--- src/rtl/l1_cache_pkg.sv ---
// l1 data cache shared definitions
// geometry, address split and the processor and memory bus structs
package l1_cache_pkg;

    // geometry
    localparam int WORD_BITS   = 32;
    localparam int CACHE_BYTES = 256;
    localparam int BLOCK_WORDS = 2;
    localparam int N_SETS      = CACHE_BYTES / (BLOCK_WORDS * (WORD_BITS / 8));
    localparam int SET_BITS    = $clog2(N_SETS);
    localparam int BLOCK_BITS  = $clog2(BLOCK_WORDS);
    localparam int TAG_BITS    = WORD_BITS - SET_BITS - BLOCK_BITS - 2;

    localparam logic [WORD_BITS-1:0] NONCACHE_BASE = 32'hF000_0000; // uncached from here up

    typedef logic [WORD_BITS-1:0] word_t;

    typedef struct packed {
        logic [TAG_BITS-1:0]   tag;
        logic [SET_BITS-1:0]   set_idx;
        logic [BLOCK_BITS-1:0] word_idx;
        logic [1:0]            byte_off;
    } cache_addr_t;

    typedef struct packed {
        logic                valid;
        logic                dirty;
        logic [TAG_BITS-1:0] tag;
    } tag_entry_t;

    typedef word_t [BLOCK_WORDS-1:0] line_t;

    // processor side
    typedef struct packed {
        logic       ren;
        logic       wen;
        word_t      addr;
        word_t      wdata;
        logic [3:0] byte_en;
    } proc_req_t;

    typedef struct packed {
        logic  busy;
        word_t rdata;
    } proc_rsp_t;

    // memory side
    typedef struct packed {
        logic       ren;
        logic       wen;
        word_t      addr;
        word_t      wdata;
        logic [3:0] byte_en;
    } mem_req_t;

    typedef struct packed {
        logic  busy;
        word_t rdata;
    } mem_rsp_t;

    typedef struct packed {
        logic                  finish;   // walked past the last set
        logic [SET_BITS-1:0]   set_idx;
        logic [BLOCK_BITS-1:0] word_idx;
    } flush_pos_t;

endpackage

--- src/rtl/cache_sram.sv ---
// set-indexed storage array for the cache
// combinational read, masked write on the clock edge
`timescale 1ns/1ps

module cache_sram #(
    parameter type payload_t = logic [31:0],
    parameter int  DEPTH     = l1_cache_pkg::N_SETS
) (
    input  logic                     CLK,
    input  logic                     nRST,
    input  logic [$clog2(DEPTH)-1:0] sel,
    input  logic                     wen,
    input  payload_t                 wval,
    input  payload_t                 wmask,  // 1 keeps the stored bit
    output payload_t                 rval
);

    payload_t mem [DEPTH];
    payload_t merged;

    assign rval = mem[sel];

    // old bits where the mask is set, new bits elsewhere
    assign merged = payload_t'((mem[sel] & wmask) | (wval & ~wmask));

    always_ff @(posedge CLK, negedge nRST) begin
        if (!nRST) begin
            for (int i = 0; i < DEPTH; i++) begin
                mem[i] <= '0;
            end
        end else if (wen) begin
            mem[sel] <= merged;
        end
    end

endmodule

--- config.mk ---
export PLATFORM = sky130hd
export DESIGN_NAME = cache_sram
export DESIGN_NICKNAME = d
export VERILOG_FILES = /design/src/rtl/l1_cache_pkg.sv /design/src/rtl/cache_sram.sv
export SDC_FILE = /design/constraint.sdc
export NUM_CORES = 2
export LEC_CHECK = 0
export ABC_CLOCK_PERIOD_IN_PS = 3600
export BUFFER_PORTS_ARGS = -buffer_cell sky130_fd_sc_hd__buf_2
export CAP_MARGIN = 20
export CELL_PAD_IN_SITES_DETAIL_PLACEMENT = 0
export CELL_PAD_IN_SITES_GLOBAL_PLACEMENT = 1
export CORE_ASPECT_RATIO = 0.9
export CORE_UTILIZATION = 54
export CTS_CLUSTER_DIAMETER = 200
export CTS_CLUSTER_SIZE = 40
export DETAILED_ROUTE_END_ITERATION = 12
export PLACE_DENSITY = 0.83
export SYNTH_ARGS = -nofsm -noshare
export SYNTH_HDL_FRONTEND = slang
export SYNTH_SLANG_ARGS = --single-unit
--- constraint.sdc ---
create_clock -name CLK -period 3.6 [get_ports CLK]
set_clock_uncertainty 0.15 [all_clocks]
set_input_delay 0.18 -clock CLK [delete_from_list [all_inputs] [get_ports CLK]]
set_output_delay 0.18 -clock CLK [all_outputs]
set_load 0.01 [all_outputs]
==> out/results.ini <==
[run_status]
status=complete, no violations

[yosys]
synthArstFlopShare=1.00
synth_nets=4559
ys_ff_latch=1024
ys_top_cells_by_count=nand2_1, dfrtp_1, o21ai_0
syn_inst=4487
synthFlopType=dfrtp_1
yosys_warnings=0
synth_area_leader_cell=dfrtp_1
synth_edf_count=0
netlist.area_leader.share=0.570
syn-cell-area_um2=45000
synthTopCellsByArea=dfrtp_1, mux2i_1, nand2_1
synth_most_common_cell=nand2_1
syn_area_per_cell_um2=10.0
yosysSeqAreaShare=0.570
synthDistinctLibCells=45

[min_path]
hp-start=wval[29]
hp-class=in2reg

[cts]
cts_max_level=1
clk_pin_slew_ns=0.14
clock_latency_ns=0.67
cts.sinks=1024
root_buffer=clkbuf_16
cts_made_buffers=29
cts_tree=done
cts_setup_buffers=0
cts_max_path_buffers=3

[sta]
layout_worst_path_cycle_share=0.864
setup_violations=0
rsz0062_at_grt=false
worst_pin_slew_ns=1.05
setup_tns_ns=0
hold_viol=0
fin_crit_ns=3.11
slew_viol_final=0
fmax_ghz=0.322
layout_setup_ws_ns=0.491
slew_headroom=0.299

[global_routing]
antenna_found_initial=8
grt.overflow.total=0
grt_usage=0.313
first_global_vias=31309
grt_pass1_wl_um=200000
grt_max_degree=127

[layout]
nets=4474
drive_above_1_share=0.118
synthToLayoutAreaGrowth_pct=7.58
regMostFlops=mem
largest_register_ffs=1024
n_fill_cell=7205
top_regs=mem x1024

[route]
dr.pass1.iters=5
vias_per_cell=5.97
drc_errors=0
ant_nets=0
vias=32735
drt_wl_total_um=131000
wl_per_cell_um=23.9
drtIter0Drc=2947

[pwr]
switching_share=0.298
clockPowerShare=0.200
peakVddDrop_v=0.000469
combPwrFrac=0.193
p_int_mw=17.1
leakagePower_nw=22.9
seqPwrFrac=0.607
switching_power_mw=7.28
power.density_nw_per_um2=505

[critical_path]
cp-start-kind=primary input
worstPathArrival_ns=3.54
cp-startpoint=sel[0]
regToRegStartpoint=mem[207]
crit_fanout=32
crit_path_end_kind=flip-flop
worstSetupPathType=in2reg
crit_required_ns=4.03

[floorplan]
initial_core_util=0.545
die_h_um=276
fp-row-count=100
die_x_um=306
die-area_um2=84500
ios=104
core_area_um2=82600

[placement]
post-place-ws_ns=0.213
hpwl_um=77700
port_buffers=103
place_congestion=0.806

[run]
drv_cap=0

## worst max-delay path, stage by stage
cell	delay, ns
buf_2	0.25
or4b_2	1.05
buf_4	0.33
o22ai_1	0.25
nor4_1	0.09
buf_4	0.18
a31o_2	0.23
dlygate4sd3_1	0.59
buf_12	0.17
o21ai_0	0.18
## cells in the final DEF, fill, tap and decap left out, types with 5 or more instances in the layout
cell	count
mux2_2	98
o21ai_0	709
o21ai_2	30
dfrtp_1	1024
a2bb2oi_1	5
or2_2	6
buf_12	55
nand2_4	20
nor2_1	32
a22o_1	29
nor4_1	58
nand2_2	8
o2bb2ai_1	29
mux2i_1	413
a31o_2	29
nand4_1	6
diode_2	7
o21ai_1	285
clkbuf_16	29
buf_2	101
o22ai_1	174
nand2_1	1055
dlygate4sd3_1	30
buf_4	115
o22a_1	15
## per-stage QoR
step	util	instances	total power [mW]	instance area, um2	hold WS, ns
finish	0.586	5479	24.4	48400	0.0348
detailed placement	0.573	5411	19.7	47300	0.0926
global placement	0.573	5411	19.5	47300	0.0868
floorplan	-	4487	18.0	45000	-0.266
global route	0.586	5477	25.8	48400	0.0447
CTS	0.586	5472	24.5	48400	0.00478
## power groups by stage
| stage | clock network, mW | logic (mW) | registers (mW) |
|---|---|---|---|
| final | 4.88 | 4.73 | 14.8 |
| after global placement | 0 | 4.54 | 15.0 |
| after detailed placement | 0 | 4.70 | 15.0 |
| after CTS | 4.95 | 4.74 | 14.8 |
| after floorplan | 0 | 3.30 | 14.7 |
| after global routing | 5.25 | 5.40 | 15.1 |
## kinds of logic (layout without fill, tap and decap cells)
family                 Yosys count  in the layout  synth area share
flip-flops                    1024           1024             0.570
multiplexers                   512            512             0.117
AND/OR/NAND/NOR               1216           1216             0.109
AO/OA/AOI/OAI                 1312           1312             0.163
buffers and inverters          423            337            0.0412
other                            0              7                 0
## timing repair
action,4_1_cts,5_1_grt
hold endpoints to repair,873,0
resized for setup,0,0
hold buffers,31,0
## routing by layer
| layer | up-vias | routed length, um | track usage |
|---|---|---|---|
| met1 | 16336 | 59600 | 0.457 |
| met2 | 853 | 60700 | 0.509 |
| li1 | 15368 | - | - |
| met4 | 4 | 3210 | 0.0711 |
| met5 | - | 27 | 0 |
| met3 | 174 | 7680 | 0.0347 |
## final cells by class
type	count	area (um2)	share of cell area
Sequential cell	1024	25600	0.530
Antenna cell	7	17.5	0.000362
Clock inverter	1	16.3	0.000336
Timing Repair Buffer	304	2830	0.0584
Tap cell	1071	1340	0.0277
Clock buffer	29	726	0.0150
Inverter	3	11.3	0.000233
Multi-Input combinational cell	3040	17800	0.368
## final timing paths
| path | cells after the start | to | slack [ns] |
|---|---|---|---|
| max in group asynchronous | 4 | mem[453] | 1.85 |
| worst max-delay path | 10 | mem[881] | 0.49 |
| worst min register to register | 2 | mem[555] | 0.34 |
| worst min-delay path | 5 | mem[93] | 0.03 |
| worst max register to register | 7 | mem[495] | 0.77 |
| min in group asynchronous | 3 | mem[580] | 0.42 |
Power figures use the tool's default switching activity.
