`config.mk`:
```
export PLATFORM = sky130hd
export DESIGN_NAME = cache_controller
export DESIGN_NICKNAME = d
export VERILOG_FILES = /design/src/rtl/l1_cache_pkg.sv /design/src/rtl/cache_controller.sv /design/src/rtl/flush_walker.sv
export SDC_FILE = /design/constraint.sdc
export NUM_CORES = 1
export LEC_CHECK = 0
export ABC_AREA = 0
export BUFFER_PORTS_ARGS = -buffer_cell sky130_fd_sc_hd__buf_4
export CORE_MARGIN = 5
export CORE_UTILIZATION = 27
export DETAILED_ROUTE_END_ITERATION = 8
export GPL_ROUTABILITY_DRIVEN = 0
export HOLD_SLACK_MARGIN = 0.02
export SLEW_MARGIN = 40
export SYNTH_ARGS = -nofsm -noshare
export SYNTH_HDL_FRONTEND = slang
export SYNTH_HIERARCHICAL = 1
export SYNTH_SLANG_ARGS = --single-unit
```
`constraint.sdc`:
```
create_clock -name CLK -period 4.6 [get_ports CLK]
set_input_delay 0.46 -clock CLK [delete_from_list [all_inputs] [get_ports CLK]]
set_output_delay 0.46 -clock CLK [all_outputs]
set_load 0.1 [all_outputs]
```
`src/rtl/l1_cache_pkg.sv`:
```
// l1 data cache shared definitions
// geometry, address split and the processor and memory bus structs
package l1_cache_pkg;

    // geometry
    localparam int WORD_BITS   = 32;
    localparam int CACHE_BYTES = 256;
    localparam int BLOCK_WORDS = 2;
    localparam int N_SETS      = CACHE_BYTES / (BLOCK_WORDS * (WORD_BITS / 8));
    localparam int SET_BITS    = $clog2(N_SETS);
    localparam int BLOCK_BITS  = $clog2(BLOCK_WORDS);
    localparam int TAG_BITS    = WORD_BITS - SET_BITS - BLOCK_BITS - 2;

    localparam logic [WORD_BITS-1:0] NONCACHE_BASE = 32'hF000_0000; // uncached from here up

    typedef logic [WORD_BITS-1:0] word_t;

    typedef struct packed {
        logic [TAG_BITS-1:0]   tag;
        logic [SET_BITS-1:0]   set_idx;
        logic [BLOCK_BITS-1:0] word_idx;
        logic [1:0]            byte_off;
    } cache_addr_t;

    typedef struct packed {
        logic                valid;
        logic                dirty;
        logic [TAG_BITS-1:0] tag;
    } tag_entry_t;

    typedef word_t [BLOCK_WORDS-1:0] line_t;

    // processor side
    typedef struct packed {
        logic       ren;
        logic       wen;
        word_t      addr;
        word_t      wdata;
        logic [3:0] byte_en;
    } proc_req_t;

    typedef struct packed {
        logic  busy;
        word_t rdata;
    } proc_rsp_t;

    // memory side
    typedef struct packed {
        logic       ren;
        logic       wen;
        word_t      addr;
        word_t      wdata;
        logic [3:0] byte_en;
    } mem_req_t;

    typedef struct packed {
        logic  busy;
        word_t rdata;
    } mem_rsp_t;

    typedef struct packed {
        logic                  finish;   // walked past the last set
        logic [SET_BITS-1:0]   set_idx;
        logic [BLOCK_BITS-1:0] word_idx;
    } flush_pos_t;

endpackage

```
`src/rtl/cache_controller.sv`:
```
// direct-mapped write-back cache controller
// handles hits, line fill, victim write-back, flush and uncached pass-through
`timescale 1ns/1ps

module cache_controller (
    input  logic                              CLK,
    input  logic                              nRST,
    input  logic                              flush,
    input  l1_cache_pkg::proc_req_t           proc_req,
    output l1_cache_pkg::proc_rsp_t           proc_rsp,
    output l1_cache_pkg::mem_req_t            mem_req,
    input  l1_cache_pkg::mem_rsp_t            mem_rsp,
    output logic                              flush_done,
    output logic [l1_cache_pkg::SET_BITS-1:0] sram_sel,
    output logic                              sram_wen,
    output l1_cache_pkg::tag_entry_t          tag_wval,
    output l1_cache_pkg::tag_entry_t          tag_wmask,
    input  l1_cache_pkg::tag_entry_t          tag_rval,
    output l1_cache_pkg::line_t               data_wval,
    output l1_cache_pkg::line_t               data_wmask,
    input  l1_cache_pkg::line_t               data_rval
);
    import l1_cache_pkg::*;

    typedef enum logic [1:0] {HIT, FETCH, WB, FLUSH_CACHE} state_t;

    state_t                state, next_state;
    logic [BLOCK_BITS-1:0] word_cnt, next_word_cnt;
    word_t                 mem_addr, next_mem_addr;  // burst address
    cache_addr_t           req_addr, next_req_addr;  // access that missed
    logic                  flush_req;
    cache_addr_t           addr;
    logic                  access, pass_through, hit, abort, word_done, flush_pend;
    word_t                 lane_mask;
    flush_pos_t            pos;
    logic                  walk_clear, walk_step, walk_skip;

    flush_walker walker (
        .CLK       (CLK),
        .nRST      (nRST),
        .clear     (walk_clear),
        .step      (walk_step),
        .skip_line (walk_skip),
        .pos       (pos)
    );

    assign addr         = cache_addr_t'(proc_req.addr);
    assign access       = proc_req.ren || proc_req.wen;
    assign pass_through = proc_req.addr >= NONCACHE_BASE;
    assign hit          = !pass_through && tag_rval.valid && (tag_rval.tag == addr.tag);
    assign abort        = !access || (proc_req.addr != word_t'(req_addr)); // request withdrawn
    assign word_done    = !mem_rsp.busy && (word_cnt == BLOCK_BITS'(BLOCK_WORDS - 1));
    assign flush_pend   = flush || flush_req;

    // byte_en expanded to bit lanes
    always_comb begin
        for (int b = 0; b < WORD_BITS / 8; b++) begin
            lane_mask[8*b +: 8] = {8{proc_req.byte_en[b]}};
        end
    end

    always_comb begin
        case (state)
            FLUSH_CACHE: sram_sel = pos.set_idx;
            HIT:         sram_sel = addr.set_idx;
            default:     sram_sel = req_addr.set_idx;  // hold the missed set during a burst
        endcase
    end

    always_comb begin
        next_state      = state;
        next_word_cnt   = word_cnt;
        next_mem_addr   = mem_addr;
        next_req_addr   = req_addr;
        proc_rsp.busy   = 1'b1;
        proc_rsp.rdata  = '0;
        mem_req         = '0;
        mem_req.byte_en = '1;  // whole words for fills and evictions
        flush_done      = 1'b0;
        sram_wen        = 1'b0;
        tag_wval        = '0;
        tag_wmask       = '1;
        data_wval       = '0;
        data_wmask      = '1;
        walk_clear      = 1'b0;
        walk_step       = 1'b0;
        walk_skip       = 1'b0;

        case (state)
            HIT: begin
                next_word_cnt = '0;
                if (flush_pend) begin
                    next_state = FLUSH_CACHE;
                end else if (access && hit) begin
                    proc_rsp.busy  = 1'b0;
                    proc_rsp.rdata = data_rval[addr.word_idx];
                    if (proc_req.wen) begin
                        sram_wen                  = 1'b1;
                        data_wval[addr.word_idx]  = proc_req.wdata;
                        data_wmask[addr.word_idx] = ~lane_mask;
                        tag_wval.dirty            = 1'b1;
                        tag_wmask.dirty           = 1'b0;
                    end
                end else if (access && pass_through) begin
                    mem_req.ren     = proc_req.ren;
                    mem_req.wen     = proc_req.wen;
                    mem_req.addr    = proc_req.addr;
                    mem_req.byte_en = proc_req.byte_en;
                    mem_req.wdata   = proc_req.wdata & lane_mask;  // disabled lanes zero
                    proc_rsp.busy   = mem_rsp.busy;
                    proc_rsp.rdata  = mem_rsp.rdata;
                end else if (access) begin
                    next_req_addr = addr;
                    if (tag_rval.valid && tag_rval.dirty) begin
                        // evict the victim first
                        next_mem_addr = {tag_rval.tag, addr.set_idx, {(BLOCK_BITS + 2){1'b0}}};
                        next_state    = WB;
                    end else begin
                        next_mem_addr = {addr.tag, addr.set_idx, {(BLOCK_BITS + 2){1'b0}}};
                        next_state    = FETCH;
                    end
                end
            end
            FETCH: begin
                if (abort) begin
                    next_state = HIT;
                end else begin
                    mem_req.ren  = 1'b1;
                    mem_req.addr = mem_addr;
                    if (!mem_rsp.busy) begin
                        sram_wen             = 1'b1;
                        data_wval[word_cnt]  = mem_rsp.rdata;
                        data_wmask[word_cnt] = '0;
                        tag_wmask.valid      = 1'b0;  // invalid until the fill ends
                        next_word_cnt        = word_cnt + 1'b1;
                        next_mem_addr        = mem_addr + 32'd4;
                    end
                    if (word_done) begin
                        tag_wval.valid = 1'b1;
                        tag_wval.tag   = req_addr.tag;
                        tag_wmask      = '0;
                        next_word_cnt  = '0;
                        next_state     = HIT;
                    end
                end
            end
            WB: begin
                if (abort) begin
                    next_state = HIT;
                end else begin
                    mem_req.wen   = 1'b1;
                    mem_req.addr  = mem_addr;
                    mem_req.wdata = data_rval[word_cnt];
                    if (!mem_rsp.busy) begin
                        next_word_cnt = word_cnt + 1'b1;
                        next_mem_addr = mem_addr + 32'd4;
                    end
                    if (word_done) begin
                        sram_wen      = 1'b1;
                        tag_wmask     = '0;  // victim gone, line now clean and invalid
                        next_word_cnt = '0;
                        next_mem_addr = {req_addr.tag, req_addr.set_idx, {(BLOCK_BITS + 2){1'b0}}};
                        next_state    = FETCH;
                    end
                end
            end
            FLUSH_CACHE: begin
                if (pos.finish) begin
                    flush_done = 1'b1;
                    walk_clear = 1'b1;
                    next_state = HIT;
                end else if (tag_rval.valid && tag_rval.dirty) begin
                    mem_req.wen   = 1'b1;
                    mem_req.addr  = {tag_rval.tag, pos.set_idx, pos.word_idx, 2'b00};
                    mem_req.wdata = data_rval[pos.word_idx];
                    if (!mem_rsp.busy) begin
                        walk_step = 1'b1;
                        // invalidate once the last word is out
                        if (pos.word_idx == BLOCK_BITS'(BLOCK_WORDS - 1)) begin
                            sram_wen  = 1'b1;
                            tag_wmask = '0;
                        end
                    end
                end else begin
                    sram_wen  = 1'b1;
                    tag_wmask = '0;
                    walk_skip = 1'b1;
                end
            end
        endcase
    end

    always_ff @(posedge CLK, negedge nRST) begin
        if (!nRST) begin
            state     <= HIT;
            word_cnt  <= '0;
            mem_addr  <= '0;
            req_addr  <= '0;
            flush_req <= 1'b0;
        end else begin
            state     <= next_state;
            word_cnt  <= next_word_cnt;
            mem_addr  <= next_mem_addr;
            req_addr  <= next_req_addr;
            flush_req <= (state == FLUSH_CACHE) ? 1'b0 : flush_pend;  // held until flush starts
        end
    end

endmodule

```
`src/rtl/flush_walker.sv`:
```
// flush position counter
// walks every word of every set and flags when the last set is passed
`timescale 1ns/1ps

module flush_walker (
    input  logic                     CLK,
    input  logic                     nRST,
    input  logic                     clear,
    input  logic                     step,       // one word written back
    input  logic                     skip_line,  // nothing to write back here
    output l1_cache_pkg::flush_pos_t pos
);
    import l1_cache_pkg::*;

    flush_pos_t next_pos;
    logic       last_word;

    assign last_word = (pos.word_idx == BLOCK_BITS'(BLOCK_WORDS - 1));

    always_comb begin
        next_pos = pos;
        if (clear) begin
            next_pos = '0;
        end else if (skip_line || (step && last_word)) begin
            next_pos.word_idx = '0;
            if (pos.set_idx == SET_BITS'(N_SETS - 1)) begin
                next_pos.set_idx = '0;
                next_pos.finish  = 1'b1;
            end else begin
                next_pos.set_idx = pos.set_idx + 1'b1;
            end
        end else if (step) begin
            next_pos.word_idx = pos.word_idx + 1'b1;
        end
    end

    always_ff @(posedge CLK, negedge nRST) begin
        if (!nRST) begin
            pos <= '0;
        end else begin
            pos <= next_pos;
        end
    end

endmodule

```
==> summary.txt, run 1 <==
Timing
  • Setup violations, final: 0
  • Fin. Hold Viols: 0
  • Unrepaired setup endpoints after global routing: false
  • Fin crit share: 89.7%
  • Fmax: 242 MHz
  • Final slew viol count: 0
  • Period minus WS final: 4130 ps
  • Worst-margin pin slew: 759 ps
  • Setup TNS: 0 ps
  • Rel. slew slack: 49.1%
  • Clock skew: 10.3 ps

Global route
  • Initial antenna violation count: 7
  • First-pass GRT wire length: 72500 um
  • Total track usage: 24.0%
  • Largest net degree at the start of global routing: 74
  • Vias in the first global route: 10900
  • GRT overflow: 0

Cells and area
  • Area Growth Syn to Fin: 40.8%
  • Share of layout cells above drive strength 1: 42.5%
  • Final nets: 1758
  • Final Instance Area: 13400 um^2

Placement
  • DP Wirelength: 39600 um
  • PortBufs: 485
  • Placed inst area: 13000 um^2

Synthesis
  • Post-synth top area cell: dfrtp_1
  • Dominant synthesized flop cell: dfrtp_1
  • Yosys reg bits: 73
  • Avg Synthesized Cell Area: 7.90 um^2
  • Synth Instances: 1202
  • Area share of the largest cell type after synthesis: 19.2%
  • Post-synth EDFFs: 0
  • Synth Cell Area: 9500 um^2
  • Count leader, synth: nand2_1
  • Synth top area cells: dfrtp_1 19%, mux2_2 13%, buf_4 6.9%
  • Post-synthesis sequential area ratio: 19.2%
  • Synth cell types: 60
  • Synth Net Count: 1406
  • Post-synthesis async set-or-reset flop share: 100%
  • Yosys warning count: 6
  • Most frequent cells after synthesis: 154 x nand2_1, 109 x mux2_2, 87 x buf_4

Route
  • DRT Pass-1 Iters: 5
  • WL per Instance: 25.4 um
  • Total Routed Length: 51300 um
  • Final ANT Viol Nets: 0
  • Detailed-route via count: 11300
  • Residual DRC count: 0
  • DR vias/cell: 5.59
  • Initial DRC Count: 835

Setup path
  • Max incr delay on CP: 730 ps
  • Slowest CP cell: or4b_1
  • CP Max Fanout: 31
  • Most frequent cell on the critical path: buf_4
  • CP cell instances: xor2_1 -> nor4_1 -> nand4_1 -> or4b_1 -> nor4_4 -> buf_4 -> a22o_1 -> buf_4
  • Critical path type: reg -> out
  • CP delay by family, top: simple AND/OR/NAND/NOR gates
  • Worst path buffer plus inverter count: 2
  • Reg2Reg Launch Point: req_addr[8]$_DFFE_PN0P_
  • WP data required: 4140 ps
  • WP data arrival: 3670 ps
  • Worst reg2reg setup slack: 1280 ps
  • Startpoint types: register
  • FF-to-FF End: mem_addr[28]$_DFFE_PN0P_
  • Reg2Reg Depth: 7
  • Critical Path End Type: output port

Pwr
  • Comb power frac: 79.0%
  • P_sw: 7190 uW
  • Int Pwr: 3270 uW
  • Clk pwr share: 7.2%
  • Power per standard cell area: 782 nW/um^2
  • Sequential share of power: 13.8%
  • Leak: 0.00588 uW
  • Max IR drop VDD: 1210 uV
  • Sw Share: 68.7%

CTS
  • CTS Hold Bufs: 0
  • CTS Sinks: 73
  • CTS tree: yes
  • CTS root buffer: clkbuf_16
  • CTS H-tree lvls: 3
  • Maximum clock path buffer count: 2
  • CTS resizes: 0
  • Clock-pin slew on the worst setup and hold paths: 60 ps
  • CTS buffer count: 9
  • Worst-skew pair later-pin latency: 350 ps
  • Post-CTS Setup Bufs: 0

Floorplanning
  • Rows: 68
  • Core ar.: 34600 um^2
  • I/O pin cnt: 486
  • Die Ht: 198 um
  • Starting Density: 27.4%
  • Die X: 198 um
  • DIE AREA: 39000 um^2

Worst hold path
  • HP Class: in -> async

Outcome
  • Status: completed

Job
  • Max_cap viols: 0
-- how the worst max path moves through the flow --
| stage | startpoint | end | slack, ps | cells after the start |
|---|---|---|---|---|
| after global routing | req_addr[27]$_DFFE_PN0P_ | data_wval[5] | 380 | 8 |
| after floorplan | proc_req[38] | sram_wen | 90 | 8 |
| final | req_addr[30]$_DFFE_PN0P_ | data_wval[27] | 470 | 8 |
| after CTS | req_addr[10]$_DFFE_PN0P_ | data_wval[27] | 530 | 8 |
| after global placement | proc_req[36] | data_wval[6] | 730 | 9 |
| after detailed placement | proc_req[63] | data_wval[27] | 760 | 9 |
-- cell type report --
cell class | instances | area, um^2
repair buffers | 516 | 3940
clock buffers | 12 | 256
well taps | 455 | 569
multi-input cells | 946 | 6680
fillers | 3576 | 21300
clock inverters | 4 | 51.3
diodes | 7 | 17.5
inverters | 8 | 30.0
flip-flops and latches | 73 | 1830
-- metrics by stage --
stage	total power (uW)	worst slack [ps]	hold WS (ps)	cells	util, %
after floorplan	8330	93.9	164	1202	-
after global placement	9590	732	481	1997	37.6
after detailed placement	9660	762	490	1998	37.7
after CTS	10400	529	187	2014	38.6
after global routing	10800	382	210	2020	38.6
final	10500	475	154	2021	38.6
-- power groups by stage --
stage / combinational, uW / sequential (uW) / clock (uW)
floorplan: 7100 / 1220 / 0
global placement: 8170 / 1420 / 0
detailed placement: 8230 / 1430 / 0
CTS: 8250 / 1420 / 764
global route: 8540 / 1480 / 783
finish: 8260 / 1440 / 756
-- state kept, by name (all words and copies together), names as in the netlist --
name              cells
walker/pos            6
walker/last_word      1
flush_req             1
mem_addr             30
state                 2
word_cnt              1
req_addr             32
-- cells by family after synthesis --
| logic type | share of synthesized area (%) |
|---|---|
| AOI/OAI and AO/OA | 25.7 |
| xor gates and xnor gates | 6.55 |
| adders and majority gates | 1.05 |
| buffers and inverters | 10.9 |
| DFF | 19.2 |
| muxes | 17.6 |
| and+or+nand+nor | 19.0 |
-- per-layer routing --
layer	track usage [%]	vias up	wire (um)	share of wire [%]
met1	30.8	5488	20300	40
met3	3.85	91	4060	7.9
met4	9.72	0	1970	3.8
met2	40.5	613	24900	49
li1	-	5098	-	-
met5	0	-	0	0
-- worst reg2reg max path, cell delays in order, from the launching register on --
cell and delay, ps:
dfrtp_1 440, xor2_1 180, nor4_1 620, nand3_1 330
nor3_1 310, o21ba_2 540, nand2_4 380, mux2_2 400
-- cell usage in the layout, fill, tap and decap left out, types with 6 or more instances in the layout --
cell	count
and2_1	30
xor2_1	52
a31oi_1	9
nand4_1	11
diode_2	7
inv_1	7
nor2_1	38
nor4_1	19
a22o_1	63
nand2b_1	6
a211oi_1	13
o21ai_1	29
nand3_1	39
and4_1	8
dfrtp_1	71
a21o_1	13
a32oi_1	32
and3_1	15
mux2_2	109
clkbuf_16	9
a22oi_1	43
nor3_1	15
o21ai_0	53
nand2_1	154
o2bb2ai_1	14
a21oi_1	56
buf_4	511
ha_1	7
mux2i_1	44
xnor2_1	19
Power figures use the tool's default switching activity.
==> run 2, diff against run 1 <==
--- a/config.mk
+++ b/config.mk
@@ -6,10 +6,10 @@
 export NUM_CORES = 1
 export LEC_CHECK = 0
 export ABC_AREA = 0
-export BUFFER_PORTS_ARGS = -buffer_cell sky130_fd_sc_hd__buf_4
 export CORE_MARGIN = 5
 export CORE_UTILIZATION = 27
 export DETAILED_ROUTE_END_ITERATION = 8
+export DONT_BUFFER_PORTS = 1
 export GPL_ROUTABILITY_DRIVEN = 0
 export HOLD_SLACK_MARGIN = 0.02
 export SLEW_MARGIN = 40
==> summary.txt, run 2 (same netlist as run 1, synthesis figures left out) <==
Cells and area
  • Share of layout cells above drive strength 1: 39.7% (-2.8 points)
  • Most common cell after layout, fill and taps aside: buf_4
  • Max FFs per register: 32 (unchanged)
  • Area Growth Syn to Fin: 27.3%
  • Final nets: 1486 (-15%)
  • Largest regs: req_addr: 32 flops, mem_addr: 30 flops, walker/pos: 6 flops
  • Largest register by flop count: req_addr
  • Most frequent cells in the layout: 227 x buf_4, 152 x nand2_1, 109 x mux2_2, 71 x dfrtp_1, 67 x o21ai_2

CTS
  • Worst-skew pair later-pin latency: 360 ps (about the same)
  • CTS tree: yes
  • CTS root buffer: clkbuf_16
  • Maximum clock path buffer count: 2 (unchanged)
  • Clock-pin slew on the worst setup and hold paths: 60 ps (about the same)
  • CTS Sinks: 73 (unchanged)
  • CTS buffer count: 9 (unchanged)
  • CTS resizes: 0 (unchanged)
  • CTS H-tree lvls: 3 (unchanged)

Route
  • DRT Pass-1 Iters: 6 (+1)
  • DR vias/cell: 6.15 (+10%)
  • Total Routed Length: 50300 um (-1.9%)
  • Final ANT Viol Nets: 0 (unchanged)
  • Initial DRC Count: 1132 (+36%)
  • Residual DRC count: 0 (unchanged)
  • WL per Instance: 28.8 um (+14%)
  • Detailed-route via count: 10700 (-5.0%)

Placement
  • PortBufs: 0 (-100%)
  • DP Wirelength: 38100 um (-3.8%)
  • Setup WS pre-CTS: 549 ps (-213 ps)

Global route
  • GRT overflow: 0 (unchanged)
  • Vias in the first global route: 10200 (-6.4%)
  • First-pass GRT wire length: 70800 um (-2.4%)
  • Initial antenna violation count: 0 (-7)
  • Largest net degree at the start of global routing: 74 (unchanged)
  • Total track usage: 23.6% (-0.41 points)

Floorplanning
  • I/O pin cnt: 486 (unchanged)
  • Rows: 68 (unchanged)
  • Core ar.: 34600 um^2 (unchanged)
  • Starting Density: 27.4% (unchanged)
  • Die X: 198 um (unchanged)
  • DIE AREA: 39000 um^2 (unchanged)
  • Die Ht: 198 um (unchanged)

Timing
  • Final slew viol count: 0 (unchanged)
  • PnR worst setup slack: 103 ps (-372 ps)
  • Unrepaired setup endpoints after global routing: false
  • Fmax: 222 MHz (-8.3%)
  • Fin crit share: 97.8% (+8.1 points)
  • Setup violations, final: 0 (unchanged)
  • Clock skew: 9.61 ps (-0.708 ps)
  • Rel. slew slack: 42.4% (-6.7 points)
  • Worst-margin pin slew: 855 ps (+96.5 ps)
  • Fin. Hold Viols: 0 (unchanged)
  • Setup TNS: 0 ps (unchanged)
  • Hold slack: 3.27 ps (-151 ps)
  • Period minus WS final: 4500 ps (+372 ps)

Setup path
  • WP data required: 4140 ps (about the same)
  • Slowest CP cell: buf_12
  • CP Max Fanout: 15 (-52%)
  • Max incr delay on CP: 720 ps (about the same)
  • Critical Path End Type: output port
  • CP cell instances: xor2_1 -> nor4_1 -> nand4_1 -> or4b_1 -> o22ai_1 -> nand2_4 -> buf_12
  • Critical path type: reg -> out
  • WP data arrival: 4040 ps (+370 ps)
  • Startpoint types: register

Pwr
  • Leak: 0.00487 uW (-17%)
  • Max IR drop VDD: 1220 uV (+0.72%)
  • Power per standard cell area: 846 nW/um^2 (+8.3%)

Job
  • Max_cap viols: 0 (unchanged)

Outcome
  • Status: completed

Worst hold path
  • HP Class: in -> async
-- run 2: final cells by class --
class	count	area, um^2
Clock buffer	10	229
Clock inverter	6	130
Inverter	8	30.0
Fill cell	3517	22500
Timing Repair Buffer	244	2130
Sequential cell	73	1830
Antenna cell	2	5.00
Tap cell	455	569
Multi-Input combinational cell	946	7180
-- run 2: stage by stage --
stage / utilization (%) / power (uW) / area, um^2 / cells
global route: 34.9 / 10500 / 12100 / 1742
CTS: 34.9 / 10200 / 12100 / 1742
floorplan: - / 8330 / 9500 / 1202
detailed placement: 33.8 / 9260 / 11700 / 1725
global placement: 33.6 / 9170 / 11600 / 1724
finish: 34.9 / 10200 / 12100 / 1744
-- run 2: worst paths after layout --
path	from	to	slack, ps	cells past startpoint
worst min register to register	req_addr[2]$_DFFE_PN0P_	req_addr[2]$_DFFE_PN0P_	500	2
worst max register to register	req_addr[5]$_DFFE_PN0P_	mem_addr[28]$_DFFE_PN0P_	1240	7
worst min-delay path	nRST	walker/pos[5]$_DFFE_PN0P_	3	1
min in group CLK	proc_req[45]	req_addr[9]$_DFFE_PN0P_	250	1
max in group asynchronous	nRST	word_cnt$_DFFE_PN0P_	4260	1
worst max-delay path	req_addr[30]$_DFFE_PN0P_	tag_wmask[14]	100	7
-- run 2: timing repair --
action                                 4_1_cts  5_1_grt
buffers inserted                             0        0
endpoints found under the hold margin       73        0
hold buffers                                 1        0
-- run 2: critical path: cells and delay by family (launching register included) --
kind            cells  cell delay (ps)
simple gates        4             1840
compound gates      1              410
xor+xnor            1              230
buf+inv             1              720
flops               1              410
-- run 2: report_power, final --
group / total (uW) / switching [uW] / leakage, uW / internal [uW]
registers: 1390 / 442 / 0.000900 / 953
logic: 7950 / 6390 / 0.00380 / 1550
clock network: 892 / 308 / 0.000176 / 584
-- run 2: metal layers --
metal | global-route usage (%) | wire (um) | share of wire [%] | vias to the layer above
met5 | 0 | 0 | 0 | -
met4 | 9.67 | 2570 | 5.1 | 0
met3 | 5.78 | 5430 | 11 | 156
met2 | 38.8 | 23200 | 46 | 811
met1 | 29.8 | 19100 | 38 | 5211
li1 | - | - | - | 4553
